$ cat config.mk
export PLATFORM = sky130hd
export DESIGN_NAME = mesh_router
export DESIGN_NICKNAME = d
export VERILOG_FILES = /design/src/hw/noc_pkg.sv /design/src/hw/router_fifo.sv /design/src/hw/input_port.sv /design/src/hw/rr_arbiter.sv /design/src/hw/lookahead_route.sv /design/src/hw/output_port.sv /design/src/hw/mesh_router.sv
export SDC_FILE = /design/constraint.sdc
export NUM_CORES = 2
export LEC_CHECK = 0
export BUFFER_PORTS_ARGS = -buffer_cell sky130_fd_sc_hd__clkbuf_2
export CAP_MARGIN = 20
export CORE_UTILIZATION = 66
export DETAILED_ROUTE_END_ITERATION = 10
export PLACE_DENSITY_LB_ADDON = 0.05
export RECOVER_POWER = 25
export SYNTH_ARGS = -nofsm -noshare
export SYNTH_HDL_FRONTEND = slang
export SYNTH_SLANG_ARGS = --single-unit
$ cat constraint.sdc
create_clock -name clk -period 11.5 [get_ports clk]
set_input_delay 3.45 -clock clk [delete_from_list [all_inputs] [get_ports clk]]
set_output_delay 3.45 -clock clk [all_outputs]
set_load 0.01 [all_outputs]
$ cat src/hw/noc_pkg.sv
`default_nettype none

package noc_pkg;

    //////////////////////////////////////////////////////////////////////
    // router dimensions
    //////////////////////////////////////////////////////////////////////

    localparam int unsigned num_ports   = 5;
    localparam int unsigned data_width  = 32;
    localparam int unsigned flit_width  = data_width + 2;
    localparam int unsigned queue_depth = 4;
    localparam int unsigned coord_width = 3;

    // derived widths
    localparam int unsigned port_idx_width = $clog2(num_ports);
    localparam int unsigned ptr_width      = $clog2(queue_depth);
    localparam int unsigned count_width    = $clog2(queue_depth + 1);

    //////////////////////////////////////////////////////////////////////
    // header layout
    //////////////////////////////////////////////////////////////////////

    localparam int unsigned tail_bit  = data_width;
    localparam int unsigned head_bit  = data_width + 1;
    localparam int unsigned route_lsb = 0;
    localparam int unsigned route_msb = 4;
    localparam int unsigned dest_lsb  = 5;
    localparam int unsigned dest_msb  = 10;
    localparam int unsigned src_lsb   = 11;
    localparam int unsigned src_msb   = 16;

    typedef logic [flit_width-1:0] flit_t;

    typedef struct packed {
        logic [coord_width-1:0] x;
        logic [coord_width-1:0] y;
    } xy_t;

    // one bit per output direction, indexed by port_e
    typedef logic [num_ports-1:0] route_t;

    typedef enum logic [port_idx_width-1:0] {
        port_north = 3'd0,
        port_south = 3'd1,
        port_west  = 3'd2,
        port_east  = 3'd3,
        port_local = 3'd4
    } port_e;

    typedef enum logic [1:0] {
        st_reserve = 2'd0,
        st_head    = 2'd1,
        st_payload = 2'd2
    } state_e;

endpackage

`default_nettype wire

$ cat src/hw/router_fifo.sv
`timescale 1ns/100ps
`default_nettype none

module router_fifo (
    input  logic           clk,
    input  logic           rst,
    input  logic           wr_i,
    input  noc_pkg::flit_t data_i,
    input  logic           rd_i,
    output noc_pkg::flit_t data_o,
    output logic           empty_o,
    output logic           full_o,
    output logic           almost_full_o
);
    import noc_pkg::*;

    flit_t                  mem [queue_depth];
    logic [ptr_width-1:0]   wr_ptr;
    logic [ptr_width-1:0]   rd_ptr;
    logic [count_width-1:0] count;
    logic                   wr_en;
    logic                   rd_en;

    // writes are dropped when full, reads when empty
    assign wr_en = wr_i && !full_o;
    assign rd_en = rd_i && !empty_o;

    assign data_o        = mem[rd_ptr];
    assign empty_o       = (count == '0);
    assign full_o        = (count == count_width'(queue_depth));
    assign almost_full_o = (count >= count_width'(queue_depth - 1));

    always_ff @(posedge clk) begin
        if (wr_en) begin
            mem[wr_ptr] <= data_i;
        end
    end

    always_ff @(posedge clk) begin
        if (rst) begin
            wr_ptr <= '0;
            rd_ptr <= '0;
            count  <= '0;
        end else begin
            if (wr_en) begin
                wr_ptr <= (wr_ptr == ptr_width'(queue_depth - 1)) ? '0 : wr_ptr + 1'b1;
            end
            if (rd_en) begin
                rd_ptr <= (rd_ptr == ptr_width'(queue_depth - 1)) ? '0 : rd_ptr + 1'b1;
            end
            // occupancy only moves when exactly one side is active
            case ({wr_en, rd_en})
                2'b10:   count <= count + 1'b1;
                2'b01:   count <= count - 1'b1;
                default: count <= count;
            endcase
        end
    end

endmodule

`default_nettype wire

$ cat src/hw/input_port.sv
`timescale 1ns/100ps
`default_nettype none

module input_port (
    input  logic            clk,
    input  logic            rst,
    input  noc_pkg::flit_t  data_i,
    input  logic            void_i,
    input  logic            pop_i,
    output logic            stop_o,
    output noc_pkg::flit_t  head_flit_o,
    output logic            valid_o,
    output noc_pkg::route_t request_o,
    output logic            tail_o
);
    import noc_pkg::*;

    logic   empty;
    logic   head_valid;
    route_t saved_route;

    router_fifo queue_i (
        .clk           (clk),
        .rst           (rst),
        .wr_i          (~void_i),
        .data_i        (data_i),
        .rd_i          (pop_i),
        .data_o        (head_flit_o),
        .empty_o       (empty),
        .full_o        (),
        .almost_full_o (stop_o)
    );

    assign valid_o    = !empty;
    assign head_valid = valid_o && head_flit_o[head_bit];
    assign tail_o     = valid_o && head_flit_o[tail_bit];

    // a head at the queue front speaks for itself, the rest of the worm
    // reuses the route captured from it
    assign request_o = head_valid ? head_flit_o[route_msb:route_lsb] : saved_route;

    always_ff @(posedge clk) begin
        if (rst) begin
            saved_route <= '0;
        end else begin
            if (tail_o && pop_i) begin
                // worm finished, also covers single-flit worms
                saved_route <= '0;
            end else if (head_valid) begin
                saved_route <= head_flit_o[route_msb:route_lsb];
            end
        end
    end

endmodule

`default_nettype wire

$ cat src/hw/rr_arbiter.sv
`timescale 1ns/100ps
`default_nettype none

module rr_arbiter (
    input  logic            clk,
    input  logic            rst,
    input  noc_pkg::route_t request_i,
    input  logic            release_i,
    output noc_pkg::route_t grant_o,
    output logic            grant_valid_o
);
    import noc_pkg::*;

    logic [port_idx_width-1:0] ptr;
    logic [port_idx_width-1:0] last_idx;
    logic [port_idx_width-1:0] grant_idx;

    // cyclic search starting at the pointer
    always_comb begin
        int unsigned cand;
        grant_o       = '0;
        grant_valid_o = 1'b0;
        grant_idx     = ptr;
        for (int unsigned k = 0; k < num_ports; k++) begin
            cand = int'(ptr) + k;
            if (cand >= num_ports) begin
                cand = cand - num_ports;
            end
            if (!grant_valid_o && request_i[cand]) begin
                grant_valid_o = 1'b1;
                grant_o[cand] = 1'b1;
                grant_idx     = port_idx_width'(cand);
            end
        end
    end

    always_ff @(posedge clk) begin
        if (rst) begin
            ptr      <= '0;
            last_idx <= '0;
        end else begin
            if (grant_valid_o) begin
                last_idx <= grant_idx;
            end
            // the input just served drops to lowest priority
            if (release_i) begin
                if (last_idx == port_idx_width'(num_ports - 1)) begin
                    ptr <= '0;
                end else begin
                    ptr <= last_idx + 1'b1;
                end
            end
        end
    end

endmodule

`default_nettype wire

$ cat src/hw/lookahead_route.sv
`timescale 1ns/100ps
`default_nettype none

module lookahead_route #(
    parameter noc_pkg::port_e dir = noc_pkg::port_north
) (
    input  noc_pkg::xy_t    position_i,
    input  noc_pkg::xy_t    destination_i,
    output noc_pkg::route_t route_o
);
    import noc_pkg::*;

    xy_t next_pos;

    // position of the neighbour one hop away in direction dir
    always_comb begin
        next_pos = position_i;
        case (dir)
            port_north: next_pos.y = position_i.y - 1'b1;
            port_south: next_pos.y = position_i.y + 1'b1;
            port_west:  next_pos.x = position_i.x - 1'b1;
            port_east:  next_pos.x = position_i.x + 1'b1;
            default:    next_pos   = position_i;
        endcase
    end

    // XY dimension order: resolve x first, then y
    always_comb begin
        route_o = '0;
        if (destination_i.x > next_pos.x) begin
            route_o[port_east] = 1'b1;
        end else if (destination_i.x < next_pos.x) begin
            route_o[port_west] = 1'b1;
        end else if (destination_i.y < next_pos.y) begin
            route_o[port_north] = 1'b1;
        end else if (destination_i.y > next_pos.y) begin
            route_o[port_south] = 1'b1;
        end else begin
            route_o[port_local] = 1'b1;
        end
    end

endmodule

`default_nettype wire

$ cat src/hw/output_port.sv
`timescale 1ns/100ps
`default_nettype none

module output_port #(
    parameter noc_pkg::port_e dir = noc_pkg::port_north
) (
    input  logic            clk,
    input  logic            rst,
    input  noc_pkg::xy_t    position_i,
    input  noc_pkg::route_t request_i [noc_pkg::num_ports],
    input  noc_pkg::flit_t  head_flit_i [noc_pkg::num_ports],
    input  logic            valid_i [noc_pkg::num_ports],
    input  logic            stop_i,
    output noc_pkg::route_t pop_o,
    output noc_pkg::flit_t  data_o,
    output logic            void_o
);
    import noc_pkg::*;

    state_e state;
    route_t arb_request;
    route_t grant;
    logic   grant_valid;
    route_t sel;
    flit_t  sel_flit;
    logic   sel_valid;
    logic   forwarding;
    logic   tail_fwd;
    route_t next_route;
    route_t head_route;
    flit_t  out_flit;

    //////////////////////////////////////////////////////////////////////
    // arbitration
    //////////////////////////////////////////////////////////////////////

    // requests only count while the output is free, and never from
    // the input on the same side
    always_comb begin
        arb_request = '0;
        if (state == st_reserve) begin
            for (int i = 0; i < num_ports; i++) begin
                if (i != int'(dir)) begin
                    arb_request[i] = request_i[i][dir];
                end
            end
        end
    end

    rr_arbiter arbiter_i (
        .clk           (clk),
        .rst           (rst),
        .request_i     (arb_request),
        .release_i     (tail_fwd),
        .grant_o       (grant),
        .grant_valid_o (grant_valid)
    );

    //////////////////////////////////////////////////////////////////////
    // crossbar and route insertion
    //////////////////////////////////////////////////////////////////////

    always_comb begin
        sel_flit  = '0;
        sel_valid = 1'b0;
        for (int i = 0; i < num_ports; i++) begin
            if (sel[i]) begin
                sel_flit  = head_flit_i[i];
                sel_valid = valid_i[i];
            end
        end
    end

    assign forwarding = (state != st_reserve) && !stop_i && sel_valid;
    assign tail_fwd   = forwarding && sel_flit[tail_bit];
    assign pop_o      = forwarding ? sel : '0;

    lookahead_route #(
        .dir (dir)
    ) route_i (
        .position_i    (position_i),
        .destination_i (xy_t'(sel_flit[dest_msb:dest_lsb])),
        .route_o       (next_route)
    );

    // the flit leaving on the local port has arrived
    always_comb begin
        head_route = next_route;
        if (dir == port_local) begin
            head_route             = '0;
            head_route[port_local] = 1'b1;
        end
    end

    assign out_flit = sel_flit[head_bit] ? {sel_flit[flit_width-1:route_msb+1], head_route}
                                         : sel_flit;

    //////////////////////////////////////////////////////////////////////
    // worm FSM
    //////////////////////////////////////////////////////////////////////

    always_ff @(posedge clk) begin
        if (rst) begin
            state <= st_reserve;
            sel   <= '0;
        end else begin
            case (state)
                st_reserve: begin
                    if (grant_valid) begin
                        sel   <= grant;
                        state <= st_head;
                    end
                end
                st_head: begin
                    if (forwarding) begin
                        state <= tail_fwd ? st_reserve : st_payload;
                    end
                end
                st_payload: begin
                    if (tail_fwd) begin
                        state <= st_reserve;
                    end
                end
                default: state <= st_reserve;
            endcase
        end
    end

    // output register, frozen while downstream is stopped
    always_ff @(posedge clk) begin
        if (rst) begin
            void_o <= 1'b1;
        end else if (!stop_i) begin
            void_o <= !forwarding;
        end
    end

    always_ff @(posedge clk) begin
        if (forwarding) begin
            data_o <= out_flit;
        end
    end

endmodule

`default_nettype wire

$ cat src/hw/mesh_router.sv
`timescale 1ns/100ps
`default_nettype none

module mesh_router (
    input  logic                          clk,
    input  logic                          rst,
    input  noc_pkg::xy_t                  position_i,
    input  noc_pkg::flit_t                data_n_i,
    input  noc_pkg::flit_t                data_s_i,
    input  noc_pkg::flit_t                data_w_i,
    input  noc_pkg::flit_t                data_e_i,
    input  noc_pkg::flit_t                data_l_i,
    input  logic [noc_pkg::num_ports-1:0] void_i,
    output logic [noc_pkg::num_ports-1:0] stop_o,
    output noc_pkg::flit_t                data_n_o,
    output noc_pkg::flit_t                data_s_o,
    output noc_pkg::flit_t                data_w_o,
    output noc_pkg::flit_t                data_e_o,
    output noc_pkg::flit_t                data_l_o,
    output logic [noc_pkg::num_ports-1:0] void_o,
    input  logic [noc_pkg::num_ports-1:0] stop_i
);
    import noc_pkg::*;

    flit_t  in_data   [num_ports];
    flit_t  out_data  [num_ports];
    route_t request   [num_ports];
    flit_t  head_flit [num_ports];
    logic   valid     [num_ports];
    route_t pop       [num_ports];
    logic   pop_in    [num_ports];

    assign in_data[port_north] = data_n_i;
    assign in_data[port_south] = data_s_i;
    assign in_data[port_west]  = data_w_i;
    assign in_data[port_east]  = data_e_i;
    assign in_data[port_local] = data_l_i;

    assign data_n_o = out_data[port_north];
    assign data_s_o = out_data[port_south];
    assign data_w_o = out_data[port_west];
    assign data_e_o = out_data[port_east];
    assign data_l_o = out_data[port_local];

    // an input is read when any output pops it
    always_comb begin
        for (int i = 0; i < num_ports; i++) begin
            pop_in[i] = 1'b0;
            for (int o = 0; o < num_ports; o++) begin
                pop_in[i] = pop_in[i] | pop[o][i];
            end
        end
    end

    for (genvar p = 0; p < num_ports; p++) begin : gen_port
        input_port in_i (
            .clk         (clk),
            .rst         (rst),
            .data_i      (in_data[p]),
            .void_i      (void_i[p]),
            .pop_i       (pop_in[p]),
            .stop_o      (stop_o[p]),
            .head_flit_o (head_flit[p]),
            .valid_o     (valid[p]),
            .request_o   (request[p]),
            .tail_o      ()
        );

        output_port #(
            .dir (port_e'(p))
        ) out_i (
            .clk         (clk),
            .rst         (rst),
            .position_i  (position_i),
            .request_i   (request),
            .head_flit_i (head_flit),
            .valid_i     (valid),
            .stop_i      (stop_i[p]),
            .pop_o       (pop[p]),
            .data_o      (out_data[p]),
            .void_o      (void_o[p])
        );
    end

endmodule

`default_nettype wire

==> Word level (Yosys, flattened, before mapping) <==
Memory sizes are Yosys's and may differ from the RTL's. A register that Yosys moved wholly into a read port is not among the register bits.
Index checks and enable logic that the tools add are counted.
{ "classes": {"addsub": 74, "eq_ne": 55, "reduce_logical": 160, "muxes": 382, "magnitude_cmp": 96, "n_bitwise": 45} }
{ "op_table": {"columns": ["operator", "n"], "rows": [
  ["$mux 34", 30],
  ["$ge 32x1->1 const B", 25],
  ["$lt 32x4->1 const B", 25],
  ["$mux 32", 25],
  ["$mux 5", 34],
  ["$mux 1", 148],
  ["$mux 3", 36],
  ["$or 5x5->5", 20],
  ["$sub 4x3->5 const B", 20],
  ["$mux 2", 46],
  ["$logic_and 1x1->1", 85],
  ["$ge 4x3->1 const B", 20],
  ["$bmux 1 s3", 25],
  ["$demux 1 s3", 25],
  ["$add 3x2->4 const B", 10],
  ["$eq 2x2->1 const B", 20],
  ["$logic_not 1->1", 40],
  ["$add 3x1->3 const B", 12],
  ["$eq 3x3->1 const B", 10],
  ["$pmux 2 s3", 5],
  ["$pmux 3 s2", 5],
  ["$gt 3x3->1", 8],
  ["$lt 3x3->1", 8],
  ["$sub 3x1->3 const B", 7],
  ["other kinds (18)", 123]
]} }
{ "totals": {"word_cells": 872, "output_inout_bits": 180, "mem_count": 5, "ram_bits": 680, "regBits": 299} }
{ "memory_table": {"columns": ["memory", "words", "word_bits", "rd", "rd_clocked_by_memory_dff", "write_ports", "line", "source"], "rows": [
  ["gen_port[0].in_i.queue_i.mem", 4, 34, 1, 1, 1, "router_fifo.sv:17", "flit_t mem [queue_depth];"],
  ["gen_port[1].in_i.queue_i.mem", 4, 34, 1, 1, 1, "router_fifo.sv:17", null],
  ["gen_port[2].in_i.queue_i.mem", 4, 34, 1, 1, 1, "router_fifo.sv:17", null],
  ["gen_port[3].in_i.queue_i.mem", 4, 34, 1, 1, 1, "router_fifo.sv:17", null],
  ["gen_port[4].in_i.queue_i.mem", 4, 34, 1, 1, 1, "router_fifo.sv:17", null]
]} }

==> Longest topological paths before layout <==
{ "depth": {"depth_word": 22, "ltp_mapped": 18, "depth_no_buf": 15} }

==> Cells and area by module <==
From an unflattened synthesis, not the netlist that was laid out.
{ "unflattened": {"cells_unflattened": 4235, "hier_area_um2": 52690.5} }
{ "modules_own_cells": {"columns": ["module", "area_per_inst_um2", "instances", "seq_area_each_um2", "cells_per_inst"], "rows": [
  ["router_fifo", 5401.4, 5, 4264.1, 233],
  ["rr_arbiter", 1920.6, 5, 120.1, 249],
  ["output_port (gen_port[1].out_i ...)", 2777.7, 3, 1181.1, 318],
  ["output_port (gen_port[0].out_i)", 2798.9, 1, 1181.1, 320],
  ["output_port (gen_port[4].out_i)", 2787.7, 1, 1181.1, 320],
  ["input_port", 256.5, 5, 100.1, 20],
  ["lookahead_route", 203.9, 4, 0.0, 29],
  ["mesh_router", 62.6, 1, 0.0, 15]
]} }

==> Least setup slack after synthesis <==
No wires, ideal clock.
{ "synth_timing": {"path_kind": "in2reg", "from": "input stop_i[3] (netlist name)", "to": "register gen_port[3].in_i.queue_i.count[2]", "slack_ps": 3405, "cell_stages": 9, "required_ps": 11430, "setup_ps": 70, "path_buffers": 0, "arrival_time_ps": 8025, "cell_sequence": "a2111oi_2 > a222oi_1 > a21oi_2 > ha_1 > inv_1 > fa_1 > xor2_1 > or3_1 > a21oi_1"} }
{ "synth_via": {"elab_chain_cells": 9} }
{ "synth_lines": {"columns": ["element", "line", "source"], "rows": [
  ["start: declaration", "mesh_router.sv:21", "input logic [noc_pkg::num_ports-1:0] stop_i"],
  ["$logic_not 1->1 (*)", "output_port.sv:74", "assign forwarding = (state != st_reserve) && !stop_i && sel_valid;"],
  ["$logic_and 1x1->1 (*) (2 in series)", "output_port.sv:74", null],
  ["$mux 5 (*)", "output_port.sv:76", "assign pop_o = forwarding ? sel : '0;"],
  ["$or 1x1->1 (*) (2 in series)", "mesh_router.sv:50", "pop_in[i] = pop_in[i] | pop[o][i];"],
  ["$logic_and 1x1->1 (*)", "router_fifo.sv:26", "assign rd_en = rd_i && !empty_o;"],
  ["named net gen_port[3].in_i.queue_i.rd_en", "router_fifo.sv:22", "logic rd_en;"],
  ["$eq 2x1->1 or $eq 2x2->1 (tied branches)", "router_fifo.sv:52", "case ({wr_en, rd_en})"],
  ["$pmux 3 s2 or $reduce_bool 2->1 (tied branches)", null, null],
  ["end signal: assignment", "router_fifo.sv:53", "2'b10: count <= count + 1'b1;"],
  ["end signal: assignment", "router_fifo.sv:54", "2'b01: count <= count - 1'b1;"],
  ["end signal: assignment", "router_fifo.sv:55", "default: count <= count;"],
  ["end: declaration", "router_fifo.sv:20", "logic [count_width-1:0] count;"]
]} }
Mark *: on every way through the listed nets, which the timed path passes. The rest lies on a longest branch.
A chain may end at the register's enable or synchronous reset.

==> metrics.csv <==
stage,metric,value,unit
floorplanning,Core ar.,76500,sq um
hold_path,Hold WC Path Type,flop to flop,
yosys,mean post-synth cell area,11.6,sq um
power_and_ir_drop,Worst VDD drop,0.000157,V
timing,setup tns final,0,ps
drt,WL/cell,28.6,um
place,placed insts,5594,
yosys,asr flop ratio synth,0,
cts,Hold Buf Count CTS,0,
grt,grt total ovfl,0,
layout,Filler Cell Count,5057,
outcome,failing checks,"max-capacitance violations, max-slew violations",
yosys,synth top area cells,"edfxtp_1 (50%), mux4_2 (7.5%), dfxtp_1 (5.3%)",
grt,total track usage,0.415,
floorplanning,total die area,78800,sq um
power_and_ir_drop,Tot Pwr,11200,uW
critical_path,critical path type,flop to flop,
timing,Worst Skew,46.0,ps
job,Max-cap violations,1,
cts,Setup Buffers After CTS,0,
yosys,post-synthesis cell area,51300,sq um
grt,first-pass GRT wire length,241000,um
outcome,status,"finished, violations left",
critical_path,reg2reg setup slack,5430,ps
yosys,Post-Synthesis Cells,4430,
timing,Final setup viols,0,
yosys,commonest cells in the netlist,"edfxtp_1 (850), nor2_1 (498), a21oi_1 (457)",
cts,H-Tree Depth,3,
drt,DRT iter0 DRCs,6539,
yosys,Syn. warnings,0,
drt,TritonRoute pass-1 iters,7,
layout,Final Non-Filler Cells,5792,
cts,clk buf depth,3,
floorplanning,io pins,368,
cts,Worst-path clk slew,70,ps
floorplanning,die width,281,um
place,DP Worst Slack,4910,ps
place,DPL Wire Length,110000,um
layout,Final Util,0.745,
yosys,#FFs+latches synth,985,
cts,root buf cell,clkbuf_16,
timing,final worst slack,5430,ps
timing,Worst-Margin Slew,3180,ps
critical_path,crit path capture type,flop,
drt,final WL,165000,um
layout,synth-to-layout area growth,11.1,%
timing,"Slew Viols, Final",46,
floorplanning,std cell rows,101,
power_and_ir_drop,Leak,0.0196,uW
cts,clock latency on the worst-skew pair,690,ps
timing,RSZ-0062 raised after global routing,false,
timing,minimum clock period,6070,ps
floorplanning,initial core utilization,0.670,
cts,post-cts sizing count,0,
grt,vias in the first global route,37319,
yosys,Synth top area share,0.498,
place,Final GP Congestion,1.01,
power_and_ir_drop,power per cell area,197,nW/um^2
drt,vias,40518,
critical_path,"Req. time, crit path",11920,ps
timing,fmax,0.165,GHz
drt,antenna-violating nets left,0,
timing,count of final hold-check violations,0,
drt,detailed-route DRC error count,0,
cts,CTS tree,yes,
yosys,"EDFF count, synth",850,
yosys,Yosys cell types,118,
grt,initial antenna violation count,33,
layout,ratio of cells with drive above 1 in the final layout,0.161,
yosys,cell taking the most area after synthesis,edfxtp_1,
place,IO buf count,367,
yosys,most instantiated library cell after synthesis,edfxtp_1,
critical_path,worst r2r path cells,15,
critical_path,Max Fanout on Critical Path,45,
yosys,Post-Syn Nets,4762,
floorplanning,Die Y,281,um
yosys,register area share after synthesis,0.551,
drt,drt via density,7.00,
cts,clock sink count,985,
grt,largest net degree at the start of global routing,73,
critical_path,WP data arrival,6490,ps
timing,period utilisation layout,0.528,
critical_path,Critical Path Start Type,flop,
layout,Final #Nets,4996,
yosys,Synth Flop Type,edfxtp_1,
hold_path,Worst Hold Depth,2,
timing,Slew HR,-1.12,
cts,Inserted Clock Buffers,97,
## cells by family (layout without fill, tap and decap cells)
family                     Yosys count  in the layout  share of synthesized area
buffers and inverters              434            747                     0.0341
other                                0             19                          0
AOI/OAI and AO/OA                 1314           1314                      0.165
and+or+nand+nor                   1262           1262                      0.116
DFF                                985            985                      0.551
xor gates and xnor gates            41             41                    0.00701
adders and majority gates          144            144                     0.0366
muxes                              250            250                     0.0905
## worst max-delay path, stage by stage (launching register included)
cell	delay (ps)
dfxtp_1	320
clkbuf_1	2230
mux4_2	790
a22oi_1	140
nor2_1	130
a21oi_1	60
nor2_1	180
a21oi_1	70
o21ai_0	560
ha_1	380
nor2b_1	140
o21ai_0	170
nand2b_1	120
nand2b_1	180
nor3b_1	90
a21o_1	220
## through the flow
stage / hold WS, ps / instance area [sq um]
after floorplan: 455 / 51300
after global placement: 479 / 53800
after detailed placement: 484 / 53800
after CTS: 493 / 57000
after global routing: 506 / 56900
final: 491 / 56900
## power by group
part	switching [uW]	internal, uW	leakage [uW]
registers	214	4300	0.00892
logic	2420	1080	0.00907
clock network	1400	1800	0.00157
## flip-flops by register name, summed over array words and instances, names as in the netlist, named ones only
| name | flops |
|---|---|
| gen_port.in_i.queue_i.rd_ptr | 10 |
| gen_port.in_i.queue_i.count | 15 |
| gen_port.out_i.sel | 25 |
| gen_port.in_i.queue_i.wr_ptr | 10 |
| gen_port.out_i.data_o | 170 |
| gen_port.out_i.state | 10 |
| gen_port.out_i.arbiter_i.ptr | 15 |
| gen_port.in_i.queue_i.mem | 680 |
| gen_port.out_i.arbiter_i.last_idx | 15 |
| gen_port.out_i.void_o | 5 |
| gen_port.in_i.saved_route | 20 |
## cell type report
class,instances,area [sq um],share of cell area
multi-input cells,3011,21400,0.375
well taps,1030,1290,0.0226
clock buffers,118,2560,0.0449
clock inverters,60,658,0.0116
flip-flops and latches,985,28300,0.496
inverters,127,477,0.00837
repair buffers,442,2280,0.0400
diodes,19,47.5,0.000835
## path summary, 6_finish.rpt
path                                                            start                                     to
worst max-delay path                                             flop  gen_port[1].out_i.data_o[0]$_DFFE_PN_
worst min-delay path            gen_port[3].out_i.sel[0]$_SDFFE_PP0P_  gen_port[3].out_i.sel[0]$_SDFFE_PP0P_
worst max register to register                                   flop  gen_port[1].out_i.data_o[0]$_DFFE_PN_
worst min register to register  gen_port[3].out_i.sel[0]$_SDFFE_PP0P_  gen_port[3].out_i.sel[0]$_SDFFE_PP0P_
## routing by layer
metal | routed length (um) | up-vias | global-route usage
met5 | 172 | - | 0
met4 | 7080 | 26 | 0.153
met3 | 24900 | 542 | 0.139
met2 | 72400 | 3274 | 0.618
met1 | 60800 | 19237 | 0.570
li1 | - | 17439 | -
## cells in the final DEF (no fill, tap or decap), types with 79 or more instances in the layout
cell / n
a22oi_1: 174
o21ai_0: 280
nor3_1: 79
nor2_1: 498
clkbuf_2: 258
a21oi_1: 457
mux4_2: 170
clkbuf_16: 98
ha_1: 134
nand2_1: 300
inv_1: 123
clkbuf_1: 126
edfxtp_1: 850
dfxtp_1: 111
(Power assumes the default switching activity.)
